## src/common/pipeCtlPkg.sv

```systemverilog
package pipeCtlPkg;

    // number of pipeline stages, which is also the stall/flush vector width
    localparam int NUM_STG = 6;

    // bit positions inside the stall and flush vectors
    localparam int STG_F  = 0;
    localparam int STG_F2 = 1;   // second fetch stage
    localparam int STG_D  = 2;
    localparam int STG_E  = 3;
    localparam int STG_M  = 4;
    localparam int STG_W  = 5;

    // register number width
    localparam int REG_W = 5;

    // instruction class as seen by the control logic in D and E
    typedef enum logic [2:0] {
        opNop    = 3'd0,
        opAlu    = 3'd1,
        opLoad   = 3'd2,   // only class that sets memRead
        opMulDiv = 3'd3,   // multi-cycle unit
        opBranch = 3'd4,
        opJump   = 3'd5
    } opClass_e;

    // operand source for D, higher code means younger producer
    typedef enum logic [1:0] {
        fwdNone = 2'd0,
        fwdW    = 2'd1,
        fwdM    = 2'd2,
        fwdE    = 2'd3
    } fwdSel_e;

    // refill controller states
    typedef enum logic [1:0] {
        rfIdle  = 2'd0,
        rfIFill = 2'd1,   // instruction line refill
        rfDFill = 2'd2    // data line refill
    } refillState_e;

endpackage

```

## src/common/stageDestIf.sv

```systemverilog
`timescale 1ns/1ps

// destination info of E, M and W, produced by destPipe and read by hazardUnit
interface stageDestIf import pipeCtlPkg::*; ();

    logic             regWriteE;
    logic             memReadE;
    logic [REG_W-1:0] writeRegE;
    opClass_e         opE;

    logic             regWriteM;
    logic [REG_W-1:0] writeRegM;

    logic             regWriteW;
    logic [REG_W-1:0] writeRegW;

    modport src (
        output regWriteE, memReadE, writeRegE, opE,
        output regWriteM, writeRegM,
        output regWriteW, writeRegW
    );

    modport dst (
        input regWriteE, memReadE, writeRegE, opE,
        input regWriteM, writeRegM,
        input regWriteW, writeRegW
    );

endinterface

```

## src/hazard/destPipe.sv

```systemverilog
`timescale 1ns/1ps

module destPipe import pipeCtlPkg::*; (
    input  logic               clk,
    input  logic               rstN,
    input  logic [NUM_STG-1:0] stallVec,
    input  logic [NUM_STG-1:0] flushVec,
    input  logic               eAdvance,
    input  opClass_e           opD,
    input  logic [REG_W-1:0]   writeRegD,
    input  logic               regWriteD,
    stageDestIf.src            dest
);

    opClass_e         opE;
    logic             regWriteE;
    logic [REG_W-1:0] writeRegE;
    logic             regWriteM;
    logic [REG_W-1:0] writeRegM;
    logic             regWriteW;
    logic [REG_W-1:0] writeRegW;

    // E stage, flush beats stall
    always_ff @(posedge clk) begin
        if (!rstN) begin
            opE       <= opNop;
            regWriteE <= 1'b0;
            writeRegE <= '0;
        end else if (eAdvance) begin
            if (flushVec[STG_E]) begin
                opE       <= opNop;     // bubble
                regWriteE <= 1'b0;
                writeRegE <= '0;
            end else begin
                opE       <= opD;
                regWriteE <= regWriteD;
                writeRegE <= writeRegD;
            end
        end
    end

    // M stage
    always_ff @(posedge clk) begin
        if (!rstN) begin
            regWriteM <= 1'b0;
            writeRegM <= '0;
        end else if (flushVec[STG_M]) begin
            regWriteM <= 1'b0;
            writeRegM <= '0;
        end else if (!stallVec[STG_M]) begin
            regWriteM <= regWriteE;
            writeRegM <= writeRegE;
        end
    end

    // W stage, only ever holds
    always_ff @(posedge clk) begin
        if (!rstN) begin
            regWriteW <= 1'b0;
            writeRegW <= '0;
        end else if (!stallVec[STG_W]) begin
            regWriteW <= regWriteM;
            writeRegW <= writeRegM;
        end
    end

    assign dest.opE       = opE;
    assign dest.regWriteE = regWriteE;
    assign dest.writeRegE = writeRegE;
    assign dest.memReadE  = (opE == opLoad);
    assign dest.regWriteM = regWriteM;
    assign dest.writeRegM = writeRegM;
    assign dest.regWriteW = regWriteW;
    assign dest.writeRegW = writeRegW;

    // a flushed stage must come up empty
    aFlushClearsE: assert property (@(posedge clk) disable iff (!rstN)
        flushVec[STG_E] |=> !regWriteE);

endmodule

```

## src/hazard/hazardUnit.sv

```systemverilog
`timescale 1ns/1ps

module hazardUnit import pipeCtlPkg::*; #(
    parameter int MULDIV_CYCLES = 4,
    parameter int TIMER_W       = 4
) (
    input  logic               clk,
    input  logic               rstN,
    stageDestIf.dst            dest,
    input  opClass_e           opD,
    input  logic [REG_W-1:0]   rsD,
    input  logic [REG_W-1:0]   rtD,
    input  logic               predTakeD,
    input  logic               predFailE,
    input  logic               exceptionE,
    input  logic               iCacheStall,
    input  logic               dCacheStall,
    output logic [NUM_STG-1:0] stallVec,
    output logic [NUM_STG-1:0] flushVec,
    output fwdSel_e            fwdRs,
    output fwdSel_e            fwdRt,
    output logic               loadUseStall,
    output logic               eAdvance
);

    logic cacheStall;
    logic baseStall;
    logic aluStallE;
    logic mulDivE;
    logic mdDone;      // result of the op in E is ready
    logic mdStart;
    logic mdBusy;
    logic mdExpired;
    logic redirectD;   // jump or predicted-taken branch in D

    // youngest matching writer wins, r0 never forwards
    function automatic fwdSel_e pickFwd(input logic [REG_W-1:0] src);
        fwdSel_e sel;
        sel = fwdNone;
        if (src != '0) begin
            if (dest.regWriteE && src == dest.writeRegE)
                sel = fwdE;
            else if (dest.regWriteM && src == dest.writeRegM)
                sel = fwdM;
            else if (dest.regWriteW && src == dest.writeRegW)
                sel = fwdW;
        end
        return sel;
    endfunction

    always_comb begin
        fwdRs = pickFwd(rsD);
        fwdRt = pickFwd(rtD);
    end

    // load in E feeding an operand of D
    assign loadUseStall = dest.regWriteE && dest.memReadE
                        && ((rsD != '0 && rsD == dest.writeRegE)
                         || (rtD != '0 && rtD == dest.writeRegE));

    // mul/div holds E until its timer runs out
    assign mulDivE   = (dest.opE == opMulDiv);
    assign aluStallE = mulDivE && !mdDone && !mdExpired;
    assign mdStart   = mulDivE && !mdDone && !mdBusy && !mdExpired;

    assign cacheStall = iCacheStall | dCacheStall;
    assign baseStall  = cacheStall | aluStallE;
    assign redirectD  = (opD == opJump) || (opD == opBranch && predTakeD);

    always_comb begin
        stallVec[STG_F]  = ~exceptionE & (baseStall | loadUseStall); // exception redirects F
        stallVec[STG_F2] = baseStall | loadUseStall;
        stallVec[STG_D]  = baseStall | loadUseStall;
        stallVec[STG_E]  = baseStall;
        stallVec[STG_M]  = baseStall;
        stallVec[STG_W]  = ~exceptionE & baseStall;

        flushVec[STG_F]  = 1'b0;
        flushVec[STG_F2] = exceptionE | predFailE | (redirectD & ~stallVec[STG_F2]);
        flushVec[STG_D]  = exceptionE | (predFailE & ~stallVec[STG_D]);
        flushVec[STG_E]  = exceptionE | (loadUseStall & ~stallVec[STG_E]); // bubble behind load
        flushVec[STG_M]  = exceptionE;
        flushVec[STG_W]  = 1'b0;
    end

    // a flush also replaces the instruction in E
    assign eAdvance = ~stallVec[STG_E] | flushVec[STG_E];

    always_ff @(posedge clk) begin
        if (!rstN) begin
            mdDone <= 1'b0;
        end else if (eAdvance) begin
            mdDone <= 1'b0;      // next op in E starts fresh
        end else if (mdExpired) begin
            mdDone <= 1'b1;      // result held while something else stalls
        end
    end

    stallTimer #(
        .CYCLES  (MULDIV_CYCLES),
        .TIMER_W (TIMER_W)
    ) mdTimer (
        .clk     (clk),
        .rstN    (rstN),
        .start   (mdStart),
        .busy    (mdBusy),
        .expired (mdExpired)
    );

    aNoFlushFW: assert property (@(posedge clk) disable iff (!rstN)
        !flushVec[STG_F] && !flushVec[STG_W]);

    aRsZeroNoFwd: assert property (@(posedge clk) disable iff (!rstN)
        (rsD == '0) |-> (fwdRs == fwdNone));

endmodule

```

## src/pipeCtlTop.sv

```systemverilog
`timescale 1ns/1ps

module pipeCtlTop import pipeCtlPkg::*; #(
    parameter int REFILL_CYCLES = 6,
    parameter int MULDIV_CYCLES = 4,
    parameter int TIMER_W       = 4
) (
    input  logic               clk,
    input  logic               rstN,
    input  opClass_e           opD,
    input  logic [REG_W-1:0]   rsD,
    input  logic [REG_W-1:0]   rtD,
    input  logic [REG_W-1:0]   writeRegD,
    input  logic               regWriteD,
    input  logic               predTakeD,
    input  logic               predFailE,
    input  logic               exceptionE,
    input  logic               iMiss,
    input  logic               dMiss,
    output logic [NUM_STG-1:0] stallVec,
    output logic [NUM_STG-1:0] flushVec,
    output fwdSel_e            fwdRs,
    output fwdSel_e            fwdRt,
    output logic               loadUseStall,
    output logic               refillBusy
);

    logic iCacheStall;
    logic dCacheStall;
    logic eAdvance;

    stageDestIf destBus ();

    destPipe uDestPipe (
        .clk       (clk),
        .rstN      (rstN),
        .stallVec  (stallVec),
        .flushVec  (flushVec),
        .eAdvance  (eAdvance),
        .opD       (opD),
        .writeRegD (writeRegD),
        .regWriteD (regWriteD),
        .dest      (destBus.src)
    );

    hazardUnit #(
        .MULDIV_CYCLES (MULDIV_CYCLES),
        .TIMER_W       (TIMER_W)
    ) uHazard (
        .clk          (clk),
        .rstN         (rstN),
        .dest         (destBus.dst),
        .opD          (opD),
        .rsD          (rsD),
        .rtD          (rtD),
        .predTakeD    (predTakeD),
        .predFailE    (predFailE),
        .exceptionE   (exceptionE),
        .iCacheStall  (iCacheStall),
        .dCacheStall  (dCacheStall),
        .stallVec     (stallVec),
        .flushVec     (flushVec),
        .fwdRs        (fwdRs),
        .fwdRt        (fwdRt),
        .loadUseStall (loadUseStall),
        .eAdvance     (eAdvance)
    );

    refillFsm #(
        .REFILL_CYCLES (REFILL_CYCLES),
        .TIMER_W       (TIMER_W)
    ) uRefill (
        .clk         (clk),
        .rstN        (rstN),
        .iMiss       (iMiss),
        .dMiss       (dMiss),
        .iCacheStall (iCacheStall),
        .dCacheStall (dCacheStall),
        .refillBusy  (refillBusy)
    );

endmodule

```

## src/refillFsm.sv

```systemverilog
`timescale 1ns/1ps

module refillFsm import pipeCtlPkg::*; #(
    parameter int REFILL_CYCLES = 6,
    parameter int TIMER_W       = 4
) (
    input  logic clk,
    input  logic rstN,
    input  logic iMiss,
    input  logic dMiss,
    output logic iCacheStall,
    output logic dCacheStall,
    output logic refillBusy
);

    refillState_e state;
    refillState_e stateNext;
    logic         timerStart;
    logic         timerBusy;
    logic         timerExpired;

    // timer kicks off in the miss cycle so the fill state lasts REFILL_CYCLES
    assign timerStart = (state == rfIdle) && (iMiss || dMiss);

    always_comb begin
        stateNext = state;
        case (state)
            rfIdle: begin
                if (dMiss)
                    stateNext = rfDFill;   // data side first
                else if (iMiss)
                    stateNext = rfIFill;
            end
            rfIFill,
            rfDFill: begin
                if (timerExpired)
                    stateNext = rfIdle;
            end
            default: stateNext = rfIdle;
        endcase
    end

    always_ff @(posedge clk) begin
        if (!rstN) begin
            state <= rfIdle;
        end else begin
            state <= stateNext;
        end
    end

    assign iCacheStall = (state == rfIFill);
    assign dCacheStall = (state == rfDFill);
    assign refillBusy  = (state != rfIdle);

    stallTimer #(
        .CYCLES  (REFILL_CYCLES),
        .TIMER_W (TIMER_W)
    ) fillTimer (
        .clk     (clk),
        .rstN    (rstN),
        .start   (timerStart),
        .busy    (timerBusy),
        .expired (timerExpired)
    );

    aLegalState: assert property (@(posedge clk) disable iff (!rstN)
        state inside {rfIdle, rfIFill, rfDFill});

    // a fill state is always backed by a running or just-expired timer
    aFillTimed: assert property (@(posedge clk) disable iff (!rstN)
        (state != rfIdle) |-> (timerBusy || timerExpired));

endmodule

```

## src/stallTimer.sv

```systemverilog
`timescale 1ns/1ps

module stallTimer #(
    parameter int CYCLES  = 4,
    parameter int TIMER_W = 4
) (
    input  logic clk,
    input  logic rstN,
    input  logic start,
    output logic busy,
    output logic expired
);

    logic [TIMER_W-1:0] count;

    // busy while the count is nonzero
    assign busy = (count != '0);

    always_ff @(posedge clk) begin
        if (!rstN) begin
            count   <= '0;
            expired <= 1'b0;
        end else begin
            expired <= (count == TIMER_W'(1));   // lands in the first idle cycle
            if (start && !busy) begin
                count <= TIMER_W'(CYCLES - 1);
            end else if (busy) begin
                count <= count - 1'b1;
            end
        end
    end

    // owners wait for expiry before starting again
    aNoRestart: assert property (@(posedge clk) disable iff (!rstN)
        start |-> !busy);

endmodule

```

## config.mk

```make
export PLATFORM = sky130hd
export DESIGN_NAME = pipeCtlTop
export DESIGN_NICKNAME = d
export VERILOG_FILES = /design/src/common/pipeCtlPkg.sv /design/src/common/stageDestIf.sv /design/src/hazard/destPipe.sv /design/src/hazard/hazardUnit.sv /design/src/pipeCtlTop.sv /design/src/refillFsm.sv /design/src/stallTimer.sv
export SDC_FILE = /design/constraint.sdc
export NUM_CORES = 1
export LEC_CHECK = 0
export ABC_AREA = 1
export ABC_CLOCK_PERIOD_IN_PS = 2200
export BUFFER_PORTS_ARGS = -buffer_cell sky130_fd_sc_hd__buf_2
export CAP_MARGIN = 20
export CORE_ASPECT_RATIO = 1.4
export CORE_UTILIZATION = 55
export DETAILED_ROUTE_END_ITERATION = 10
export GPL_TIMING_DRIVEN = 0
export PLACE_DENSITY = 0.76
export SLEW_MARGIN = 20
export SYNTH_ARGS = -nofsm -noshare
export SYNTH_HDL_FRONTEND = slang
export SYNTH_HIERARCHICAL = 1
export SYNTH_SLANG_ARGS = --single-unit
export TNS_END_PERCENT = 20
```

## constraint.sdc

```tcl
create_clock -name clk -period 2.2 [get_ports clk]
set_input_delay 0.66 -clock clk [delete_from_list [all_inputs] [get_ports clk]]
set_output_delay 0.66 -clock clk [all_outputs]
set_load 0.005 [all_outputs]
```

==> results.md <==
- The run finished, with violations left.
- The checks that failed: setup timing.
- The worst register-to-register path ends at uDestPipe/dest.opE[2].
- The first-pass GRT wire length is 7890 um.
- The cell count after synthesis came out at 330.
- The count of H-tree levels built during CTS is 2.
- The hold path startpoint is uHazard/mdTimer/count[3].
- The commonest cells after synthesis are 88 x sky130_fd_sc_hd__nand2_1, 40 x sky130_fd_sc_hd__inv_1, 39 x sky130_fd_sc_hd__nor2_1, 34 x sky130_fd_sc_hd__dfxtp_1, 28 x sky130_fd_sc_hd__a21oi_1.
- The total power density per cell area is 875 mW/mm2.
- After detailed routing, the average wire length per cell comes to 12.0 um.
- Summed over all nets, the switching power comes to 913 uW.
- Before antenna repair, the detailed router went through 4 iterations.
- At the end of the flow, the number of nets in the layout was 417.
- Setup repair after global routing could not meet its margin everywhere.
- The proportion of netlist area held by the largest area contributor is 0.319.
- The vertical die dimension is 75.7 um.
- Clock tree synthesis inserted a total of 5 buffers.
- The fraction of power consumed by sequential logic is 0.362.
- At the end of routability-driven placement, the weighted congestion stood at 0.774.
- The total vias in the final route is 2191.
- The setup violation total in the final timing report is 8.
- By instance count, the leading cell after synthesis is sky130_fd_sc_hd__nand2_1.
- After routing the design area is 0.00266 mm2.
- Setup slack on the critical path of the routed design comes to -116 ps.
- Yosys mapped a number of flops with a built-in enable equal to 0.
- The Yosys step of the flow raised 6 warnings.
- The multi-input combinational cell area is 0.00129 mm2.
- The die covers 0.00414 mm2.
- Including well taps, the total number of placed cells is 414.
- The path category of the worst min-delay check is reg2reg.
- Overall power consumption after layout is estimated at 2.33 mW.
- In this run the critical register-to-register path is launched from uDestPipe/dest.writeRegE[1].
- The maximum count of clock buffers along a single path is 2.
- The sort of element at the end of the critical path is an output pin.
- The die is 54.6 um wide.
- The placed instances occupy a cell area of 0.00239 mm2.
- Compared with the post-synthesis result, the final layout area differs by 24.9%.
- The total standard cell area after synthesis is 0.00213 mm2.
- For this block, the initial DRC count from the detailed router was 59.
- In this run the clock root is driven by a sky130_fd_sc_hd__clkbuf_8.
- The initial antenna violation count is 0.
- The worst endpoint required time is 1540 ps.
- The HPWL after detailed placement is 3870 um.
- The total area of sequential cells is 686 um2.
- The sequential share of the synthesized area is 0.319.
- The path with the worst hold slack has its endpoint at uHazard/mdTimer/count[3].
- Dividing the synthesized area by the synthesized cell count gives 6.46 um2.
- The portion of total power attributed to the clock network is 0.200.
- The clock tree skew after final layout is 5.64 ps.
- The design internal power is 1.42 mW.
- The unique cell type count in the Yosys netlist is 29.
- Entering global routing, the biggest net connects 20 pins.
- The final count of pins violating max slew is 0.
- The tree built by TritonCTS fans out to 34 sinks.
- The cell count of the worst reg-to-reg path is 13.
- The leakage power of the design is 1.31 nW.
- The number of register bits inferred by synthesis is 34.
- The remaining global-route overflow is 0.
- The combinational share of power is 0.437.
- The final-report hold violation count is 0.
- The residual DRC count is 0.
- The largest area contributor in the synthesized netlist is sky130_fd_sc_hd__dfxtp_1.
- The largest voltage drop on the vdd net is 0.723 mV.
- Clock latency on the worst-skew pair, taken at its later pin, is 280 ps.
- The initialized floorplan defines 26 standard-cell rows.
- The filler cells instantiated in the layout total 324.
- Max-cap violations in this run came to 0.
- The data arrival time of the critical path is 1660 ps.
- After layout, the minimum clock period comes to 2320 ps.
- The number of global-route vias before repair is 1977.
- The area of the core is 0.00368 mm2.
- The worst hold path was traced through 2 stages.
- Sorting the synthesized cells by area gives the leading types as sky130_fd_sc_hd__dfxtp_1 32%, sky130_fd_sc_hd__nand2_1 15%, sky130_fd_sc_hd__inv_1 7.0%, sky130_fd_sc_hd__nor2_1 6.9%, sky130_fd_sc_hd__a21oi_1 6.6%.
- In the global route stage, overall resource usage came out at 0.264.
- In the routed layout, each cell is associated on average with a via count of 5.14.
- The CTS tree is yes.
- After clock tree synthesis, the clock-pin slew on the worst setup and hold paths is 60 ps.
- Summed over all layers, the routed wires come to 5120 um.
- The starting utilization of the core area is 0.580.
- The number of antenna diodes in the final layout is 0.
- The predominant post-synthesis flop cell is sky130_fd_sc_hd__dfxtp_1.
- The detail route stage leaves a number of antenna-violating nets equal to 0.
- The maximum fanout count along the critical path is 6.
- The register-to-register setup slack is 340 ps.
- The count of port buffers added during placement is 41.
- The category of the critical setup timing path is in2out.
- The post-route non-filler standard cell count is 426.
- The highest attainable clock frequency is 432 MHz.
- In this run the count of I/O pins placed on the die edge is 44.
- In the finished design, the share of the clock period the worst path needs comes to 1.05.
- In the final layout, the share of cells above drive strength 1 is 0.284.
- The proportion of synthesized flip-flops having asynchronous set or reset is 0.
- The worst setup path is launched from an input port.
- The switching share of power is 0.391.
routing by layer:
layer  GRT usage  part of all wire  up-vias
met5           0                 0        -
met4       0.114             0.021        0
met3      0.0359             0.043        9
met2       0.545              0.55       68
met1       0.236              0.39      973
li1            -                 -     1141
area by class of cell:
class                   count  area share
plain buffers               7      0.0211
clock buffers               7      0.0324
clock inverters             1     0.00188
inverters                  51      0.0737
multi-input cells         239       0.485
flip-flops and latches     34       0.257
well taps                  42      0.0197
repair buffers             45       0.109
flip-flops by register name, summed over array words and instances, names as in the netlist:
signal	flops
uDestPipe/dest.writeRegE	5
uDestPipe/dest.regWriteE	1
uDestPipe/dest.writeRegW	5
uRefill/state	2
uDestPipe/dest.opE	3
uDestPipe/dest.regWriteW	1
uHazard/mdTimer/expired	1
uHazard/mdTimer/count	4
uHazard/mdDone	1
uRefill/fillTimer/count	4
uDestPipe/dest.writeRegM	5
uDestPipe/dest.regWriteM	1
uRefill/fillTimer/expired	1
cells by family after synthesis:
kind of cell	synth area share
and+or+nand+nor	0.361
buffers and inverters	0.116
AOI/OAI and AO/OA	0.114
DFF	0.319
xor gates and xnor gates	0.0411
adders and majority gates	0.0469
other	0.00176
timing repair:
action	in CTS	in global routing
gates resized for setup	14	32
hold buffers	0	0
pin swaps	9	15
endpoints found under the setup margin	10	13
buffers inserted	3	1
worst max-delay path: stages:
cell	delay (ps)
sky130_fd_sc_hd__buf_2	140
sky130_fd_sc_hd__inv_2	70
sky130_fd_sc_hd__nand4_1	130
sky130_fd_sc_hd__nand4_1	150
sky130_fd_sc_hd__nand2_2	90
sky130_fd_sc_hd__nand2_4	110
sky130_fd_sc_hd__nand2_2	60
sky130_fd_sc_hd__buf_4	130
sky130_fd_sc_hd__buf_2	110
through the flow:
| step | hold slack [ps] | TNS [ps] | worst slack, ps | utilization |
|---|---|---|---|---|
| 5_1_grt | 514 | -1330 | -205 | 0.725 |
| 4_1_cts | 481 | -562 | -118 | 0.693 |
| 2_1_floorplan | 452 | 0 | 200 | - |
| 3_3_place_gp | 464 | -693 | -154 | 0.651 |
| 6_report | 480 | -495 | -116 | 0.725 |
| 3_5_place_dp | 467 | -838 | -166 | 0.651 |
power groups by stage:
stage	sequential, mW	clock, mW	combinational (mW)
final	0.845	0.467	1.02
after global routing	0.861	0.506	1.16
after global placement	0.850	0	0.938
after detailed placement	0.853	0	0.963
after floorplan	0.830	0	0.737
after CTS	0.842	0.483	0.987
cells in the final DEF (no fill, tap or decap), drive strengths merged:
cell type  instances
conb               2
nor2              47
buf               52
xor2               2
nand3             19
nor3               1
and3               2
nand4              9
a21oi             29
nand3b             1
inv               50
ha                 8
o22ai              3
clkbuf             7
nand2             93
dfxtp             34
clkinv             2
o2111ai            2
nor3b              2
xnor2              8
o21ai             11
worst max-delay path by stage:
stage               startpoint          end  slack, ps
CTS                     rsD[0]  flushVec[3]       -120
detailed placement      rsD[3]  stallVec[2]       -170
finish                  rtD[4]  stallVec[2]       -120
global route            rsD[1]     fwdRs[1]       -210
global placement        rsD[3]  stallVec[2]       -150
floorplan               rtD[2]  stallVec[2]        200
(Power assumes the default switching activity.)
